### config.mk
export PLATFORM = sky130hd
export DESIGN_NAME = pixel_shifter
export DESIGN_NICKNAME = d
export VERILOG_FILES = /design/src/source/vdp_pkg.sv /design/src/source/pixel_shifter.sv
export VERILOG_INCLUDE_DIRS = /design/src /design/src/source
export SDC_FILE = /design/constraint.sdc
export NUM_CORES = 1
export LEC_CHECK = 0
export BUFFER_PORTS_ARGS = -buffer_cell sky130_fd_sc_hd__buf_2
export CORE_AREA = 2 2 46 48
export DETAILED_ROUTE_END_ITERATION = 10
export DIE_AREA = 0 0 48 50
export HOLD_SLACK_MARGIN = 0.02
export PLACE_DENSITY = 0.89
export SYNTH_ARGS = -nofsm -noshare
export SYNTH_HDL_FRONTEND = slang
export SYNTH_SLANG_ARGS = --single-unit
### constraint.sdc
create_clock -name clk -period 3.14 [get_ports clk]
set_clock_uncertainty 0.15 [all_clocks]
set_input_delay 0.157 -clock clk [delete_from_list [all_inputs] [get_ports clk]]
set_output_delay 0.157 -clock clk [all_outputs]
set_load 0.03 [all_outputs]
### src/source/vdp_defines.svh
`ifndef VDP_DEFINES_SVH
`define VDP_DEFINES_SVH

// Horizontal raster timing in VGA pixels, 640x480 at 60 Hz
`define VDP_H_ACTIVE 640
`define VDP_H_FP 16
`define VDP_H_SYNC 96
`define VDP_H_BP 48
`define VDP_H_TOTAL (`VDP_H_ACTIVE + `VDP_H_FP + `VDP_H_SYNC + `VDP_H_BP)

// Vertical raster timing in lines
`define VDP_V_ACTIVE 480
`define VDP_V_FP 11
`define VDP_V_SYNC 2
`define VDP_V_BP 31
`define VDP_V_TOTAL (`VDP_V_ACTIVE + `VDP_V_FP + `VDP_V_SYNC + `VDP_V_BP)

// Border around the 256x192 picture, in VGA pixels
`define VDP_H_BORDER 64
`define VDP_V_BORDER 48

// Tile grid of graphics mode 1
`define VDP_COLS 32
`define VDP_ROWS 24

// Video RAM geometry
`define VDP_ADDR_W 14
`define VDP_DATA_W 8

// Vertical retrace interrupt length in clocks
`define VDP_INT_CYCLES 64

`endif
### src/source/vdp_pkg.sv
`include "vdp_defines.svh"

package vdp_pkg;

  typedef logic [`VDP_ADDR_W-1:0] vram_addr_t;
  typedef logic [3:0] color_idx_t;

  typedef struct packed {
    logic [7:0] r;
    logic [7:0] g;
    logic [7:0] b;
  } rgb_t;

  typedef enum logic [1:0] {
    OP_READ,
    OP_WRITE_VRAM,
    OP_WRITE_PALETTE
  } cpu_op_e;

  typedef struct packed {
    cpu_op_e                 op;
    vram_addr_t              addr;
    logic [`VDP_DATA_W-1:0]  data;
  } cpu_req_t;

  // Table bases and display controls, static while a frame is shown
  typedef struct packed {
    vram_addr_t  name_base;
    vram_addr_t  pattern_base;
    vram_addr_t  color_base;
    color_idx_t  backdrop;
    logic        video_on;
    logic        int_enable;
  } vdp_cfg_t;

  // Palette write, data is RGB222 with R in the low bits
  typedef struct packed {
    logic        en;
    color_idx_t  index;
    logic [5:0]  data;
  } pal_wr_t;

  typedef enum logic [2:0] {
    FETCH_IDLE,
    FETCH_NAME,
    FETCH_PATTERN,
    FETCH_COLOR,
    FETCH_LOAD
  } fetch_state_e;

endpackage

### src/source/pixel_shifter.sv
`timescale 1ns/10ps
`include "vdp_defines.svh"

module pixel_shifter import vdp_pkg::*; (
  input  logic                   clk,
  input  logic                   reset,
  input  logic                   load,
  input  logic [`VDP_DATA_W-1:0] pattern_byte,
  input  logic [`VDP_DATA_W-1:0] color_byte,
  input  logic [2:0]             tile_pix,
  input  logic                   border,
  input  logic                   video_on,
  input  color_idx_t             backdrop,
  output color_idx_t             color_idx
);
  logic [`VDP_DATA_W-1:0] pat_q;
  logic [`VDP_DATA_W-1:0] col_q;
  logic [`VDP_DATA_W-1:0] pat_cur;
  logic [`VDP_DATA_W-1:0] col_cur;
  logic                   pix_on;
  color_idx_t             tile_idx;

  always_ff @(posedge clk) begin
    if (load) begin
      pat_q <= pattern_byte;
      col_q <= color_byte;
    end
  end

  // Load arrives on the first pixel of the tile, so bypass the holding regs
  assign pat_cur = load ? pattern_byte : pat_q;
  assign col_cur = load ? color_byte : col_q;

  // Leftmost pixel is bit 7
  assign pix_on   = pat_cur[3'd7 - tile_pix];
  assign tile_idx = pix_on ? col_cur[7:4] : col_cur[3:0];

  always_ff @(posedge clk) begin
    if (reset)
      color_idx <= '0;
    else if (border || !video_on)
      color_idx <= backdrop;
    else
      color_idx <= tile_idx;
  end

endmodule

* After elaboration in Yosys (flattened, before gate mapping)
Index checks and enable logic that the tools add are counted.
Word-level totals: output and inout port bits 4, bits in registers 20, input port bits 28
Operators by class: mux-type cells 6, $lt $le $gt $ge 1, reductions and logical operators 2, $add $sub $neg 1
Operators by type and width (number):
- 2-to-1 mux 8 bit | 2
- 2-to-1 mux 4 bit | 2
- less-than comparator 3 x 4 -> 1 bit, second input constant | 1
- binary-select mux 1 bit (select 3 bit) | 1
- subtractor 3 bit, first input constant | 1
- logical NOT 1 bit | 1
- logical OR 1 bit | 1
- 2-to-1 mux 1 bit | 1

* Depth between registers and ports, before layout
Gate-level depths: netlist of run 1.
word-level depth 5, mapped depth 6, depth with buffers taken out 5

* Worst setup path before layout of run 1
OpenSTA, ideal clock, no wires.
path kind flip-flop to flip-flop, start point register pat_q[6], end point register color_idx[0], setup slack 1.486 ns, cell stages (with the launch flop) 5, buffers on the path 0, arrival time 1.382 ns, data required time 2.868 ns, cells stage by stage dfxtp_1 > mux4_1 > mux2i_4 > a21oi_1 > a221o_1
On the way: cells in the longest elaborated chain, start to end 5
RTL lines:
- from (decl) | RTL line pixel_shifter.sv:16 | logic [`VDP_DATA_W-1:0] pat_q;
- from (signal assigned) | RTL line pixel_shifter.sv:25 | pat_q <= pattern_byte;
- 2-to-1 mux 8 bit
- binary-select mux 1 bit (select 3 bit) | RTL line pixel_shifter.sv:35 | assign pix_on = pat_cur[3'd7 - tile_pix];
- 2-to-1 mux 1 bit (not written as such) | RTL line pixel_shifter.sv:35
- 2-to-1 mux 4 bit | RTL line pixel_shifter.sv:36 | assign tile_idx = pix_on ? col_cur[7:4] : col_cur[3:0];
- 2-to-1 mux 4 bit | RTL line pixel_shifter.sv:41 | else if (border || !video_on)
- to (signal assigned) | RTL line pixel_shifter.sv:42 | color_idx <= backdrop;
- to (signal assigned) | RTL line pixel_shifter.sv:44 | color_idx <= tile_idx;
- to (decl) | RTL line pixel_shifter.sv:14 | output color_idx_t color_idx
No other way between the ends. The select of a mux whose other input is x is not followed. A chain may end at the register's enable or synchronous reset.

* Worst setup path in the final report of run 1
start point input port pattern_byte[6], end point register color_idx[2]
On the way: cells in the longest elaborated chain, start to end 5
RTL lines:
- from (decl) | RTL line pixel_shifter.sv:8 | input logic [`VDP_DATA_W-1:0] pattern_byte,
- 2-to-1 mux 8 bit
- binary-select mux 1 bit (select 3 bit) | RTL line pixel_shifter.sv:35
- 2-to-1 mux 1 bit (not written as such) | RTL line pixel_shifter.sv:35
- 2-to-1 mux 4 bit | RTL line pixel_shifter.sv:36
- 2-to-1 mux 4 bit | RTL line pixel_shifter.sv:41
No other way between the ends. The select of a mux whose other input is x is not followed.

==> results of run 1 <==
-- final timing paths --
kind / from / end / slack, ns / cells past startpoint
worst max-delay path: pattern_byte[6] / color_idx[2] / 1.14 / 6
worst min-delay path: border / color_idx[3] / 0.26 / 3
worst max register to register: pat_q[6] / color_idx[2] / 1.37 / 4
worst min register to register: pat_q[6] / pat_q[6] / 0.34 / 1
-- cell usage after synthesis --
cell type / n
sky130_fd_sc_hd__a21oi_1: 9
sky130_fd_sc_hd__nand3b_1: 2
sky130_fd_sc_hd__mux4_1: 2
sky130_fd_sc_hd__mux2i_4: 1
sky130_fd_sc_hd__a221o_1: 4
sky130_fd_sc_hd__buf_4: 1
sky130_fd_sc_hd__mux2_2: 20
sky130_fd_sc_hd__dfxtp_1: 20
sky130_fd_sc_hd__nor4b_2: 1
sky130_fd_sc_hd__nor2_1: 1
sky130_fd_sc_hd__nand4_1: 1
sky130_fd_sc_hd__nand3_1: 1
sky130_fd_sc_hd__buf_2: 2
sky130_fd_sc_hd__nor4bb_1: 1
sky130_fd_sc_hd__inv_1: 1
sky130_fd_sc_hd__mux2i_1: 4
sky130_fd_sc_hd__nand2_1: 5
-- per-stage QoR --
step                power [mW]  util [%]  cells  cell area, sq um
floorplan               0.3975         -     76             920.9
global placement        0.4323     57.43    131              1092
detailed placement      0.4380     57.43    131              1092
CTS                     0.5693     69.14    154              1315
global route            0.6011     69.14    154              1315
finish                  0.5686     69.14    154              1315
-- power groups by stage --
stage | Combinational [mW] | Clock (mW) | Sequential [mW]
after global routing | 0.173 | 0.129 | 0.299
after CTS | 0.158 | 0.118 | 0.294
after detailed placement | 0.138 | 0 | 0.300
after floorplan | 0.0808 | 0 | 0.317
after global placement | 0.134 | 0 | 0.298
final | 0.161 | 0.113 | 0.295
-- registers in the layout, indices dropped and copies added (netlist names) --
register and cells:
col_q 8, color_idx 4, pat_q 8
-- repair_timing --
item / CTS / global route
gates resized for setup: 0 / 0
hold endpoints to repair: 20 / 0
hold buffers: 20 / 0
-- cell type report --
class,instances,area [sq um]
fill,129,586.8
multi-input combinational,52,499.2
timing repair buffer,51,355.3
inverter,1,3.754
tap,27,33.78
clock buffer,3,22.52
sequential,20,400.4
-- per-layer routing --
layer / vias up / track usage (%) / share of wire [%]
met5: - / 0 / 0
met4: 0 / 6.757 / 1.7
met3: 4 / 3.663 / 1.4
met2: 11 / 35.11 / 55
met1: 407 / 23.76 / 42
li1: 395 / - / -
-- worst max-delay path: cells and delay by family --
family | cells | cell delay, ns
compound gates | 2 | 0.38
buf+inv | 2 | 0.68
mux | 2 | 0.81
-- cell families (layout without fill, tap and decap cells) --
family,Yosys count,in the layout
mux,27,27
buf+inv,4,55
flops,20,20
simple gates,12,12
compound gates,13,13
==> report_table.html, run 1 <==
<table>
<tr><th>Metric</th><th>Value</th></tr>
<tr><th colspan="2">Run status</th></tr>
<tr><td>Run status</td><td>completed</td></tr>
<tr><th colspan="2">Power and ir drop</th></tr>
<tr><td>Sequential share of power</td><td>51.9%</td></tr>
<tr><td>Power per Cell Area</td><td>between 400 and 500 mW/mm^2</td></tr>
<tr><td>Pint</td><td>0.4149 mW</td></tr>
<tr><td>Part of the total power dissipated in the clock network</td><td>between 10% and 20%</td></tr>
<tr><td>Switching share of power</td><td>between 20% and 30%</td></tr>
<tr><td>Sw Pwr</td><td>roughly 0.15 mW</td></tr>
<tr><td>Leakage power</td><td>0.5685 nW</td></tr>
<tr><td>Worst-case vdd ir drop</td><td>between 0.2 and 0.3 mV</td></tr>
<tr><td>Comb power frac</td><td>28.3%</td></tr>
<tr><th colspan="2">Clock tree</th></tr>
<tr><td>H-tree depth</td><td>1</td></tr>
<tr><td>Clk_lat worst skew</td><td>between 0.2 and 0.3 ns</td></tr>
<tr><td>Maximum root-to-sink buffer count</td><td>2</td></tr>
<tr><td>TritonCTS sink count</td><td>20</td></tr>
<tr><td>Clk slew on worst S/H paths</td><td>0.10 ns</td></tr>
<tr><td>Clock tree from TritonCTS</td><td>yes</td></tr>
<tr><td>Root buffer cell</td><td>sky130_fd_sc_hd__clkbuf_4</td></tr>
<tr><td>Post-CTS setup repair buffer count</td><td>0</td></tr>
<tr><td>Inserted Clock Buffers</td><td>3</td></tr>
<tr><th colspan="2">Die</th></tr>
<tr><td>Effective utilization at floorplan</td><td>roughly half</td></tr>
<tr><td>Area inside the core boundary</td><td>0.001902 sq mm</td></tr>
<tr><td>Die ar.</td><td>between 0.002 and 0.0025 sq mm</td></tr>
<tr><td>Site Rows</td><td>16</td></tr>
<tr><td>Die height</td><td>50 microns</td></tr>
<tr><td>Number of ports placed on the die boundary</td><td>32</td></tr>
<tr><td>Die Width</td><td>roughly 48 microns</td></tr>
<tr><th colspan="2">GRT</th></tr>
<tr><td>Global-route wire length before repair</td><td>approximately 3.5 mm</td></tr>
<tr><td>Vias in the first global route</td><td>between 800 and 900</td></tr>
<tr><td>Final global-route overflow total</td><td>0</td></tr>
<tr><td>Largest net degree at the start of global routing</td><td>22</td></tr>
<tr><td>Antenna violations before repair</td><td>0</td></tr>
<tr><td>Global-route usage over all layers</td><td>20.25%</td></tr>
<tr><th colspan="2">Drt</th></tr>
<tr><td>DR pass1 iterations</td><td>4</td></tr>
<tr><td>Count of antenna-violating nets left after detailed routing</td><td>0</td></tr>
<tr><td>Detailed Route WL</td><td>2.150 mm</td></tr>
<tr><td>Routed len/inst</td><td>13.96 microns</td></tr>
<tr><td>Vias/cell</td><td>between 5 and 6</td></tr>
<tr><td>Vias post-DR</td><td>817</td></tr>
<tr><td>DRC violation count after routing</td><td>0</td></tr>
<tr><td>Drt initial violations</td><td>10</td></tr>
<tr><th colspan="2">Timing</th></tr>
<tr><td>Minimum clock period after layout</td><td>approximately 2.0 ns</td></tr>
<tr><td>Worst Max-Slew Pin Slew</td><td>0.7053 ns</td></tr>
<tr><td>Slew Viols, Final</td><td>0</td></tr>
<tr><td>Portion of the clock cycle consumed by the worst path in the final layout</td><td>a little under two thirds</td></tr>
<tr><td>Worst Setup Slack, final</td><td>around 1.1 ns</td></tr>
<tr><td>Peak clock frequency supported by timing</td><td>0.5007 GHz</td></tr>
<tr><td>Hold slack</td><td>0.2591 ns</td></tr>
<tr><td>Setup repair after global routing missed its margin</td><td>no</td></tr>
<tr><td>Max-slew headroom</td><td>52.34%</td></tr>
<tr><td>Total negative slack for setup checks</td><td>0 ns</td></tr>
<tr><td>Setup-violating endpoint count in the final report</td><td>0</td></tr>
<tr><td>Endpoints failing hold</td><td>0</td></tr>
<tr><th colspan="2">Synth</th></tr>
<tr><td>Post-synthesis share of cell area spent on xor and xnor gates</td><td>0%</td></tr>
<tr><td>Register area share after synthesis</td><td>~43%</td></tr>
<tr><td>Post-synthesis cell area</td><td>just over 900 sq um</td></tr>
<tr><td>Main combinational cell family by area after synthesis</td><td>multiplexers</td></tr>
<tr><td>Distinct cell type count of the synthesized netlist</td><td>17</td></tr>
<tr><td>Warning count from the yosys run</td><td>0</td></tr>
<tr><td>Flip-flop and latch count after synthesis</td><td>20</td></tr>
<tr><td>Area leader, netlist</td><td>sky130_fd_sc_hd__dfxtp_1</td></tr>
<tr><td>Cell count after synthesis</td><td>76</td></tr>
<tr><td>Top area cells in the synthesized netlist</td><td>sky130_fd_sc_hd__dfxtp_1 43%, sky130_fd_sc_hd__mux2_2 24%, sky130_fd_sc_hd__mux4_1 5.7%, sky130_fd_sc_hd__a21oi_1 4.9%, sky130_fd_sc_hd__a221o_1 4.3%</td></tr>
<tr><td>Area share of the leading cell type in the synthesized netlist</td><td>between 40% and 50%</td></tr>
<tr><td>Post-synthesis share of cell area spent on and, or, nand and nor gates</td><td>~8%</td></tr>
<tr><td>Synth Area in Adders</td><td>0%</td></tr>
<tr><td>Post-synthesis net count</td><td>~100</td></tr>
<tr><td>Share of synthesized area spent on multiplexers</td><td>36.96%</td></tr>
<tr><td>Compound-cell area share of the yosys netlist</td><td>just over 9%</td></tr>
<tr><td>Syn avg cell area</td><td>12.12 sq um</td></tr>
<tr><th colspan="2">Worst setup path</th></tr>
<tr><td>Highest cell delay on the worst timing path</td><td>between 0.5 and 0.6 ns</td></tr>
<tr><td>Worst endpoint data arrival time</td><td>roughly 2.0 ns</td></tr>
<tr><td>Critical path cell sequence</td><td>dlygate4sd3_1, buf_2, mux4_1, mux2i_4, a21oi_1, a221o_1</td></tr>
<tr><td>Slowest cell on the critical path</td><td>sky130_fd_sc_hd__dlygate4sd3_1</td></tr>
<tr><td>Classification of the worst setup path</td><td>input pin to flop</td></tr>
<tr><td>Critical Path End Type</td><td>flop</td></tr>
<tr><td>Top fanout value on the critical path</td><td>8</td></tr>
<tr><td>Critical path required time</td><td>between 3 and 4 ns</td></tr>
<tr><td>Kind of launch point of the worst setup path</td><td>input pin</td></tr>
<tr><th colspan="2">Finish</th></tr>
<tr><td>Leading cell type in the layout, fill and taps excluded</td><td>sky130_fd_sc_hd__buf_2</td></tr>
<tr><td>Most used cells in the layout excluding fill and tap cells</td><td>31 x sky130_fd_sc_hd__buf_2, 20 x sky130_fd_sc_hd__mux2_2, 20 x sky130_fd_sc_hd__dfxtp_1, 20 x sky130_fd_sc_hd__dlygate4sd3_1, 9 x sky130_fd_sc_hd__a21oi_1</td></tr>
<tr><td>Fraction of final layout cells with drive strength greater than 1</td><td>between 40 and 50%</td></tr>
<tr><td>Area Overhead vs Synth</td><td>42.80%</td></tr>
<tr><td>Number of inserted diodes</td><td>0</td></tr>
<tr><td>Final nets</td><td>157</td></tr>
<tr><th colspan="2">Job</th></tr>
<tr><td>Max_cap viols</td><td>0</td></tr>
<tr><th colspan="2">Placed design</th></tr>
<tr><td>Port Buffers</td><td>31</td></tr>
<tr><td>Final RePlAce weighted congestion</td><td>slightly above 0.8</td></tr>
<tr><td>Post-Place Setup Slack</td><td>between 1 and 1.5 ns</td></tr>
<tr><th colspan="2">Hold path</th></tr>
<tr><td>Class of the tightest hold or removal check</td><td>input pin to flop</td></tr>
</table>
Note: power is estimated with default switching activity, not from simulation.
==> inputs of run 2 (changes only) <==
CORE_AREA = 2 2 50 52   (was 2 2 46 48)
DIE_AREA = 0 0 52 54   (was 0 0 48 50)
PLACE_DENSITY = 0.81   (was 0.89)
clock period = 1.65 ns   (was 3.14 ns; I/O delays follow)
==> report_table.html, run 2 (synthesis gave the netlist of run 1 again) <==
<table>
<tr><th>Metric</th><th>Value</th></tr>
<tr><th colspan="2">Run status</th></tr>
<tr><td>Run status</td><td>finished, violations left</td></tr>
<tr><td>Failing checks</td><td>setup timing</td></tr>
<tr><th colspan="2">Finish</th></tr>
<tr><td>Leading cell type in the layout, fill and taps excluded</td><td>sky130_fd_sc_hd__buf_2</td></tr>
<tr><td>Number of inserted diodes</td><td>0 (unchanged)</td></tr>
<tr><td>Final nets</td><td>166 (+5.7%)</td></tr>
<tr><td>Top Registers</td><td>col_q (8), pat_q (8), color_idx (4)</td></tr>
<tr><td>Final Cell Area</td><td>0.001481 sq mm (+13%)</td></tr>
<tr><td>Combined flip-flop and latch cell area</td><td>406.6 sq um (+1.6%)</td></tr>
<tr><td>Fraction of final layout cells with drive strength greater than 1</td><td>56.20% (+12 points)</td></tr>
<tr><td>Non-filler instance count after layout</td><td>167 (+8.4%)</td></tr>
<tr><td>Number of fill cells</td><td>162 (+26%)</td></tr>
<tr><td>Multi-input combinational cell area</td><td>529.3 sq um (+6.0%)</td></tr>
<tr><td>Final core area utilization</td><td>63.86% (-5.3 points)</td></tr>
<tr><td>Most used cells in the layout excluding fill and tap cells</td><td>31 x sky130_fd_sc_hd__buf_2, 20 x sky130_fd_sc_hd__dlygate4sd3_1, 16 x sky130_fd_sc_hd__mux2_2, 15 x sky130_fd_sc_hd__dfxtp_1, 6 x sky130_fd_sc_hd__buf_4</td></tr>
<tr><td>Area Overhead vs Synth</td><td>60.87%</td></tr>
<tr><th colspan="2">GRT</th></tr>
<tr><td>Global-route wire length before repair</td><td>3.450 mm (-2.1%)</td></tr>
<tr><td>Vias in the first global route</td><td>845 (+0.84%)</td></tr>
<tr><td>Final global-route overflow total</td><td>0 (unchanged)</td></tr>
<tr><td>Largest net degree at the start of global routing</td><td>13 (-41%)</td></tr>
<tr><td>Global-route usage over all layers</td><td>17.00% (-3.3 points)</td></tr>
<tr><td>Antenna violations before repair</td><td>0 (unchanged)</td></tr>
<tr><th colspan="2">Clock tree</th></tr>
<tr><td>Clock tree from TritonCTS</td><td>yes</td></tr>
<tr><td>Inserted Clock Buffers</td><td>3 (unchanged)</td></tr>
<tr><td>TritonCTS sink count</td><td>20 (unchanged)</td></tr>
<tr><td>Root buffer cell</td><td>sky130_fd_sc_hd__clkbuf_4</td></tr>
<tr><td>Clk slew on worst S/H paths</td><td>0.12 ns (+0.02 ns)</td></tr>
<tr><td>Clk_lat worst skew</td><td>0.31 ns (+0.03 ns)</td></tr>
<tr><td>Maximum root-to-sink buffer count</td><td>2 (unchanged)</td></tr>
<tr><td>H-tree depth</td><td>1 (unchanged)</td></tr>
<tr><th colspan="2">Timing</th></tr>
<tr><td>Max-slew headroom</td><td>74.12% (+22 points)</td></tr>
<tr><td>Worst Setup Slack, final</td><td>-0.06195 ns (-1.205 ns)</td></tr>
<tr><td>Peak clock frequency supported by timing</td><td>roughly 0.6 GHz</td></tr>
<tr><td>Hold slack</td><td>0.1077 ns (-0.1514 ns)</td></tr>
<tr><td>Setup repair after global routing missed its margin</td><td>yes</td></tr>
<tr><td>Endpoints failing hold</td><td>0 (unchanged)</td></tr>
<tr><td>Slew Viols, Final</td><td>0 (unchanged)</td></tr>
<tr><td>Setup-violating endpoint count in the final report</td><td>4 (+4)</td></tr>
<tr><td>Portion of the clock cycle consumed by the worst path in the final layout</td><td>103.8%</td></tr>
<tr><td>Worst Max-Slew Pin Slew</td><td>0.3883 ns (-0.3170 ns)</td></tr>
<tr><td>Minimum clock period after layout</td><td>1.712 ns</td></tr>
<tr><td>Total negative slack for setup checks</td><td>-0.2222 ns (-0.2222 ns)</td></tr>
<tr><th colspan="2">Die</th></tr>
<tr><td>Die Width</td><td>52 microns (+8.3%)</td></tr>
<tr><td>Effective utilization at floorplan</td><td>39.70% (-8.7 points)</td></tr>
<tr><td>Number of ports placed on the die boundary</td><td>32 (unchanged)</td></tr>
<tr><td>Site Rows</td><td>18 (+2)</td></tr>
<tr><td>Die height</td><td>54 microns (+8.0%)</td></tr>
<tr><td>Die ar.</td><td>0.002808 sq mm (+17%)</td></tr>
<tr><td>Area inside the core boundary</td><td>0.002320 sq mm (+22%)</td></tr>
<tr><th colspan="2">Placed design</th></tr>
<tr><td>Post-DP HPWL</td><td>~1.6 mm</td></tr>
<tr><td>Port Buffers</td><td>31 (unchanged)</td></tr>
<tr><td>Post-Place Setup Slack</td><td>-0.1048 ns (-1.365 ns)</td></tr>
<tr><td>Number of placed cells counting well taps</td><td>140 (+6.9%)</td></tr>
<tr><td>Instance area after placement</td><td>0.001150 sq mm (+5.3%)</td></tr>
<tr><td>Final RePlAce weighted congestion</td><td>0.7162 (-13%)</td></tr>
<tr><th colspan="2">Drt</th></tr>
<tr><td>Vias post-DR</td><td>854 (+4.5%)</td></tr>
<tr><td>Vias/cell</td><td>5.114 (-3.6%)</td></tr>
<tr><td>Routed len/inst</td><td>15.10 microns (+8.2%)</td></tr>
<tr><td>Count of antenna-violating nets left after detailed routing</td><td>0 (unchanged)</td></tr>
<tr><td>DRC violation count after routing</td><td>0 (unchanged)</td></tr>
<tr><td>DR pass1 iterations</td><td>4 (unchanged)</td></tr>
<tr><td>Detailed Route WL</td><td>2.522 mm (+17%)</td></tr>
<tr><td>Drt initial violations</td><td>16 (+6)</td></tr>
<tr><th colspan="2">Worst setup path</th></tr>
<tr><td>Top cell family by delay on the critical path</td><td>multiplexers</td></tr>
<tr><td>Total buffers and inverters traversed by the critical path</td><td>1 (-1)</td></tr>
<tr><td>Critical register-to-register path endpoint</td><td>color_idx[3]</td></tr>
<tr><td>Number of cells on the worst reg-to-reg path</td><td>5 (+1)</td></tr>
<tr><td>Highest cell delay on the worst timing path</td><td>0.48 ns (-0.07 ns)</td></tr>
<tr><td>Kind of launch point of the worst setup path</td><td>flop</td></tr>
<tr><td>Critical path cell sequence</td><td>mux4_2, mux2i_4, buf_12, a21oi_2, a221o_1</td></tr>
<tr><td>Top fanout value on the critical path</td><td>8 (unchanged)</td></tr>
<tr><td>Slowest cell on the critical path</td><td>sky130_fd_sc_hd__mux4_2</td></tr>
<tr><td>Critical Path End Type</td><td>flop</td></tr>
<tr><td>Critical path required time</td><td>1.71 ns (-1.46 ns)</td></tr>
<tr><td>R2r startpoint</td><td>pat_q[4]</td></tr>
<tr><td>Minimum setup slack among reg-to-reg paths</td><td>-0.06 ns (-1.43 ns)</td></tr>
<tr><td>Classification of the worst setup path</td><td>flop to flop</td></tr>
<tr><td>Worst endpoint data arrival time</td><td>1.77 ns (-0.26 ns)</td></tr>
<tr><th colspan="2">Job</th></tr>
<tr><td>Max_cap viols</td><td>0 (unchanged)</td></tr>
<tr><th colspan="2">Power and ir drop</th></tr>
<tr><td>Leakage power</td><td>0.6507 nW (+14%)</td></tr>
<tr><td>Worst-case vdd ir drop</td><td>0.8455 mV (+220%)</td></tr>
<tr><td>Power per Cell Area</td><td>914.7 mW/mm^2 (+110%)</td></tr>
<tr><td>Total power consumption of the routed design</td><td>1.355 mW (+140%)</td></tr>
<tr><th colspan="2">Hold path</th></tr>
<tr><td>Origin of the worst min-delay path</td><td>load</td></tr>
<tr><td>WHS Path Cells</td><td>3 (unchanged)</td></tr>
<tr><td>WHS Endpoint</td><td>pat_q[3]</td></tr>
<tr><td>Class of the tightest hold or removal check</td><td>input pin to flop</td></tr>
</table>
==> run 2: how the worst max path moves through the flow <==
stage	slack (ns)	cells after the start	end	startpoint
after detailed placement	-0.10	5	color_idx[3]	tile_pix[0]
after floorplan	0.05	4	color_idx[0]	pat_q[4]
after global placement	-0.06	5	color_idx[2]	tile_pix[0]
after global routing	-0.1	6	color_idx[3]	pat_q[0]
final	-0.06	5	color_idx[3]	pat_q[4]
after CTS	-0.09	4	color_idx[3]	pat_q[4]
==> run 2: final cells by class <==
class | instances | area share [%]
Inverter | 1 | 0.2534
Sequential cell | 20 | 27.45
Clock inverter | 1 | 2.027
Timing Repair Buffer | 60 | 30.49
Multi-Input combinational cell | 52 | 35.73
Clock buffer | 3 | 1.520
Tap cell | 30 | 2.534
==> run 2: layer usage <==
| metal | global-route usage (%) | part of all wire (%) |
|---|---|---|
| met5 | 0 | 0 |
| met2 | 31.01 | 54 |
| met3 | 1.667 | 3.0 |
| met4 | 12.72 | 2.7 |
| met1 | 18.17 | 41 |
==> run 2: what timing repair did <==
action                     4_1_cts  5_1_grt
hold buffers                    20        0
gates resized for setup          0       15
hold endpoints to repair        20        0
setup buffers                    1        2
pin swaps                        0        3
setup endpoints to repair        4        4
==> run 2: worst reg2reg max path: stages, from the launching register on <==
cell                      delay (ns)
sky130_fd_sc_hd__dfxtp_2        0.34
sky130_fd_sc_hd__mux4_2         0.48
sky130_fd_sc_hd__mux2i_4        0.18
sky130_fd_sc_hd__buf_12         0.15
sky130_fd_sc_hd__a21oi_2        0.06
sky130_fd_sc_hd__a221o_1        0.26
==> run 2: power breakdown <==
group / switching [mW] / internal [mW]
sequential: 0.0193 / 0.544
clock: 0.159 / 0.246
combinational: 0.172 / 0.214
==> inputs of run 3 (changes only) <==
ABC_AREA = 1   (was not set)
CORE_AREA = 2 2 49 51   (was 2 2 50 52)
DIE_AREA = 0 0 51 53   (was 0 0 52 54)
PLACE_DENSITY = 0.83   (was 0.81)
==> report_table.html, run 3 <==
<table>
<tr><th>Metric</th><th>Value</th></tr>
<tr><th colspan="2">GRT</th></tr>
<tr><td>Met2 layer usage reported by global route</td><td>34.42% (+3.4 points)</td></tr>
<tr><td>Global-route usage over all layers</td><td>17.77% (+0.77 points)</td></tr>
<tr><td>Met1 usage</td><td>18.10% (-0.063 points)</td></tr>
<tr><td>Final global-route overflow total</td><td>0 (unchanged)</td></tr>
<tr><td>Largest net degree at the start of global routing</td><td>18 (+5)</td></tr>
<tr><td>Met3 layer usage reported by global route</td><td>2.825% (+1.2 points)</td></tr>
<tr><td>Global-route wire length before repair</td><td>3.498 mm (+1.4%)</td></tr>
<tr><td>Most Crowded Layer GR</td><td>met2</td></tr>
<tr><td>Antenna violations before repair</td><td>0 (unchanged)</td></tr>
<tr><td>Vias in the first global route</td><td>906 (+7.2%)</td></tr>
<tr><th colspan="2">Timing</th></tr>
<tr><td>Setup-violating endpoint count in the final report</td><td>0 (-4)</td></tr>
<tr><td>Setup repair after global routing missed its margin</td><td>no</td></tr>
<tr><td>Worst Max-Slew Pin Slew</td><td>0.3542 ns (-0.03407 ns)</td></tr>
<tr><td>Minimum clock period after layout</td><td>1.388 ns (-0.3240 ns)</td></tr>
<tr><td>Max-slew headroom</td><td>76.39% (+2.3 points)</td></tr>
<tr><td>Hold slack</td><td>0.04924 ns (-0.05849 ns)</td></tr>
<tr><td>Portion of the clock cycle consumed by the worst path in the final layout</td><td>84.12% (-20 points)</td></tr>
<tr><td>Slew Viols, Final</td><td>0 (unchanged)</td></tr>
<tr><td>Peak clock frequency supported by timing</td><td>0.7205 GHz (+23%)</td></tr>
<tr><td>Endpoints failing hold</td><td>0 (unchanged)</td></tr>
<tr><td>Total negative slack for setup checks</td><td>0 ns (+0.2222 ns)</td></tr>
<tr><th colspan="2">Hold path</th></tr>
<tr><td>Origin of the worst min-delay path</td><td>load</td></tr>
<tr><td>WHS Path Cells</td><td>3 (unchanged)</td></tr>
<tr><td>Class of the tightest hold or removal check</td><td>input pin to flop</td></tr>
<tr><td>WHS Endpoint</td><td>pat_q[2]</td></tr>
<tr><th colspan="2">Synth</th></tr>
<tr><td>Post-synthesis cell area</td><td>908.4 sq um (-1.4%)</td></tr>
<tr><td>Syn avg cell area</td><td>8.039 sq um (-34%)</td></tr>
<tr><td>Warning count from the yosys run</td><td>0 (unchanged)</td></tr>
<tr><td>Ranking of synthesized cells by instance count</td><td>28 x sky130_fd_sc_hd__nand2_1, 20 x sky130_fd_sc_hd__dfxtp_1, 16 x sky130_fd_sc_hd__nand3_1, 13 x sky130_fd_sc_hd__inv_1, 8 x sky130_fd_sc_hd__o21ai_0</td></tr>
<tr><td>Post-synthesis net count</td><td>141 (+36%)</td></tr>
<tr><td>Distinct cell type count of the synthesized netlist</td><td>16 (-1)</td></tr>
<tr><td>Leading cell type by number of instances after synthesis</td><td>sky130_fd_sc_hd__nand2_1</td></tr>
<tr><td>Cell count after synthesis</td><td>113 (+49%)</td></tr>
<tr><td>Register area share after synthesis</td><td>44.08% (+0.60 points)</td></tr>
<tr><td>Commonest register cell after synthesis</td><td>sky130_fd_sc_hd__dfxtp_1</td></tr>
<tr><td>Number of enable flip-flop cells after synthesis</td><td>0 (unchanged)</td></tr>
<tr><td>Area share of the leading cell type in the synthesized netlist</td><td>44.08% (+0.60 points)</td></tr>
<tr><td>Async set-or-reset flop fraction in the synthesized netlist</td><td>0% (unchanged)</td></tr>
<tr><td>Top area cells in the synthesized netlist</td><td>sky130_fd_sc_hd__dfxtp_1 44%, sky130_fd_sc_hd__nand2_1 12%, sky130_fd_sc_hd__nand3_1 8.8%, sky130_fd_sc_hd__inv_1 5.4%, sky130_fd_sc_hd__nand3_2 4.4%</td></tr>
<tr><td>Area leader, netlist</td><td>sky130_fd_sc_hd__dfxtp_1</td></tr>
<tr><td>Flip-flop and latch count after synthesis</td><td>20 (unchanged)</td></tr>
<tr><th colspan="2">Finish</th></tr>
<tr><td>Combined flip-flop and latch cell area</td><td>400.4 sq um (-1.5%)</td></tr>
<tr><td>Fraction of final layout cells with drive strength greater than 1</td><td>30.54% (-26 points)</td></tr>
<tr><td>Multi-input combinational cell area</td><td>410.4 sq um (-22%)</td></tr>
<tr><td>Most used cells in the layout excluding fill and tap cells</td><td>31 x sky130_fd_sc_hd__buf_2, 28 x sky130_fd_sc_hd__nand2_1, 22 x sky130_fd_sc_hd__dlygate4sd3_1, 20 x sky130_fd_sc_hd__dfxtp_1, 16 x sky130_fd_sc_hd__nand3_1</td></tr>
<tr><td>Final nets</td><td>196 (+18%)</td></tr>
<tr><td>Number of inserted diodes</td><td>0 (unchanged)</td></tr>
<tr><td>Top Registers</td><td>col_q (8), pat_q (8), color_idx (4)</td></tr>
<tr><td>Number of fill cells</td><td>198 (+22%)</td></tr>
<tr><td>Area Overhead vs Synth</td><td>45.04%</td></tr>
<tr><td>Leading cell type in the layout, fill and taps excluded</td><td>sky130_fd_sc_hd__buf_2</td></tr>
<tr><td>Final core area utilization</td><td>61.33% (-2.5 points)</td></tr>
<tr><th colspan="2">Worst setup path</th></tr>
<tr><td>Number of cells on the worst reg-to-reg path</td><td>8 (+3)</td></tr>
<tr><td>Kind of launch point of the worst setup path</td><td>input pin</td></tr>
<tr><td>Minimum setup slack among reg-to-reg paths</td><td>0.40 ns (+0.46 ns)</td></tr>
<tr><td>Classification of the worst setup path</td><td>input pin to flop</td></tr>
<tr><td>Worst endpoint data arrival time</td><td>1.43 ns (-0.34 ns)</td></tr>
<tr><td>Top fanout value on the critical path</td><td>5 (-3)</td></tr>
<tr><td>Launch point of the critical path</td><td>pattern_byte[4]</td></tr>
<tr><td>Critical path required time</td><td>1.70 ns (about the same)</td></tr>
<tr><td>Critical register-to-register path endpoint</td><td>color_idx[0]</td></tr>
<tr><td>Critical Path End Type</td><td>flop</td></tr>
<tr><td>R2r startpoint</td><td>pat_q[4]</td></tr>
<tr><th colspan="2">Placed design</th></tr>
<tr><td>Final RePlAce weighted congestion</td><td>0.8169 (+14%)</td></tr>
<tr><td>Port Buffers</td><td>31 (unchanged)</td></tr>
<tr><td>Post-DP HPWL</td><td>1.477 mm (-6.9%)</td></tr>
<tr><th colspan="2">Die</th></tr>
<tr><td>Area inside the core boundary</td><td>0.002148 sq mm (-7.4%)</td></tr>
<tr><td>Site Rows</td><td>17 (-1)</td></tr>
<tr><td>Effective utilization at floorplan</td><td>42.28% (+2.6 points)</td></tr>
<tr><td>Die height</td><td>53 microns (-1.9%)</td></tr>
<tr><td>Die ar.</td><td>0.002703 sq mm (-3.7%)</td></tr>
<tr><td>Die Width</td><td>51 microns (-1.9%)</td></tr>
<tr><td>Number of ports placed on the die boundary</td><td>32 (unchanged)</td></tr>
<tr><th colspan="2">Power and ir drop</th></tr>
<tr><td>Sw Pwr</td><td>0.2754 mW (-22%)</td></tr>
<tr><td>Comb power frac</td><td>21.9% (-6.6 points)</td></tr>
<tr><td>Total power consumption of the routed design</td><td>1.045 mW (-23%)</td></tr>
<tr><td>Worst-case vdd ir drop</td><td>0.5056 mV (-40%)</td></tr>
<tr><td>Pint</td><td>0.7699 mW (-23%)</td></tr>
<tr><td>Switching share of power</td><td>26.35% (+0.45 points)</td></tr>
<tr><td>Sequential share of power</td><td>51.6% (+10 points)</td></tr>
<tr><td>Power per Cell Area</td><td>793.4 mW/mm^2 (-13%)</td></tr>
<tr><td>Part of the total power dissipated in the clock network</td><td>26.6% (-3.3 points)</td></tr>
<tr><td>Leakage power</td><td>0.6621 nW (+1.8%)</td></tr>
<tr><th colspan="2">Clock tree</th></tr>
<tr><td>Clock tree from TritonCTS</td><td>yes</td></tr>
<tr><td>H-tree depth</td><td>1 (unchanged)</td></tr>
<tr><td>TritonCTS sink count</td><td>20 (unchanged)</td></tr>
<tr><td>Clk_lat worst skew</td><td>0.30 ns (about the same)</td></tr>
<tr><td>Clk slew on worst S/H paths</td><td>0.11 ns (about the same)</td></tr>
<tr><td>Maximum root-to-sink buffer count</td><td>2 (unchanged)</td></tr>
<tr><td>Inserted Clock Buffers</td><td>3 (unchanged)</td></tr>
<tr><td>Post-CTS setup repair buffer count</td><td>0 (-1)</td></tr>
<tr><td>Root buffer cell</td><td>sky130_fd_sc_hd__clkbuf_4</td></tr>
<tr><th colspan="2">Drt</th></tr>
<tr><td>Routed len/inst</td><td>11.01 microns (-27%)</td></tr>
<tr><td>Vias/cell</td><td>4.564 (-11%)</td></tr>
<tr><td>Detailed Route WL</td><td>2.147 mm (-15%)</td></tr>
<tr><td>DRC violation count after routing</td><td>0 (unchanged)</td></tr>
<tr><td>Vias post-DR</td><td>890 (+4.2%)</td></tr>
<tr><td>Drt initial violations</td><td>12 (-4)</td></tr>
<tr><td>DR pass1 iterations</td><td>5 (+1)</td></tr>
<tr><td>Count of antenna-violating nets left after detailed routing</td><td>0 (unchanged)</td></tr>
<tr><th colspan="2">Job</th></tr>
<tr><td>Max_cap viols</td><td>0 (unchanged)</td></tr>
<tr><th colspan="2">Run status</th></tr>
<tr><td>Run status</td><td>completed</td></tr>
</table>
run 3: worst max-delay path by stage:
| stage | end | slack [ns] | cells past startpoint |
|---|---|---|---|
| after floorplan | color_idx[0] | 0.50 | 8 |
| after global placement | color_idx[0] | 0.23 | 10 |
| after detailed placement | color_idx[2] | 0.17 | 10 |
| after CTS | color_idx[0] | 0.28 | 10 |
| after global routing | color_idx[0] | 0.16 | 10 |
| final | color_idx[0] | 0.26 | 10 |
run 3: power groups by stage:
stage,combinational [mW],sequential [mW],clock (mW)
finish,0.229,0.539,0.278
global route,0.253,0.544,0.301
CTS,0.228,0.539,0.286
detailed placement,0.188,0.550,0
global placement,0.181,0.549,0
floorplan,0.118,0.562,0
run 3: layout make-up:
| type | count | area share (%) |
|---|---|---|
| Multi-Input combinational cell | 76 | 31.15 |
| Sequential cell | 20 | 30.39 |
| Inverter | 14 | 4.558 |
| Tap cell | 28 | 2.659 |
| Timing Repair Buffer | 53 | 28.49 |
| Clock buffer | 4 | 2.754 |
run 3: routing by layer:
| metal | up-vias | wire length [microns] |
|---|---|---|
| li1 | 469 | - |
| met2 | 32 | 1115 |
| met5 | - | 0 |
| met1 | 385 | 909 |
| met3 | 4 | 94 |
| met4 | 0 | 27 |
run 3: critical path, cell delays in order:
cell and delay [ns]:
sky130_fd_sc_hd__dlygate4sd3_1 0.54, sky130_fd_sc_hd__buf_2 0.12, sky130_fd_sc_hd__nand2_1 0.08, sky130_fd_sc_hd__nand3_1 0.08
sky130_fd_sc_hd__nand3_1 0.12, sky130_fd_sc_hd__nand3_4 0.11, sky130_fd_sc_hd__nand2_2 0.11, sky130_fd_sc_hd__nand2_1 0.05
sky130_fd_sc_hd__nand3_1 0.08, sky130_fd_sc_hd__a21oi_1 0.06
run 3: per-stage QoR:
stage               std cells  instance area [sq um]  setup WS, ns
floorplan                 113                  908.4        0.4974
global placement          169                   1061        0.2293
detailed placement        169                   1061        0.1659
CTS                       195                   1318        0.2752
global route              195                   1318        0.1578
finish                    195                   1318        0.2621
run 3: cell families (layout without fill, tap and decap cells):
| group | Yosys count | count (layout) | synth area share (%) |
|---|---|---|---|
| compound gates | 12 | 12 | 6.612 |
| buf+inv | 17 | 71 | 10.74 |
| flops | 20 | 20 | 44.08 |
| simple gates | 64 | 64 | 38.57 |
run 3: repair_timing:
item	4_1_cts	5_1_grt
gates resized for setup	0	0
hold buffers	22	0
endpoints found under the hold margin	20	0
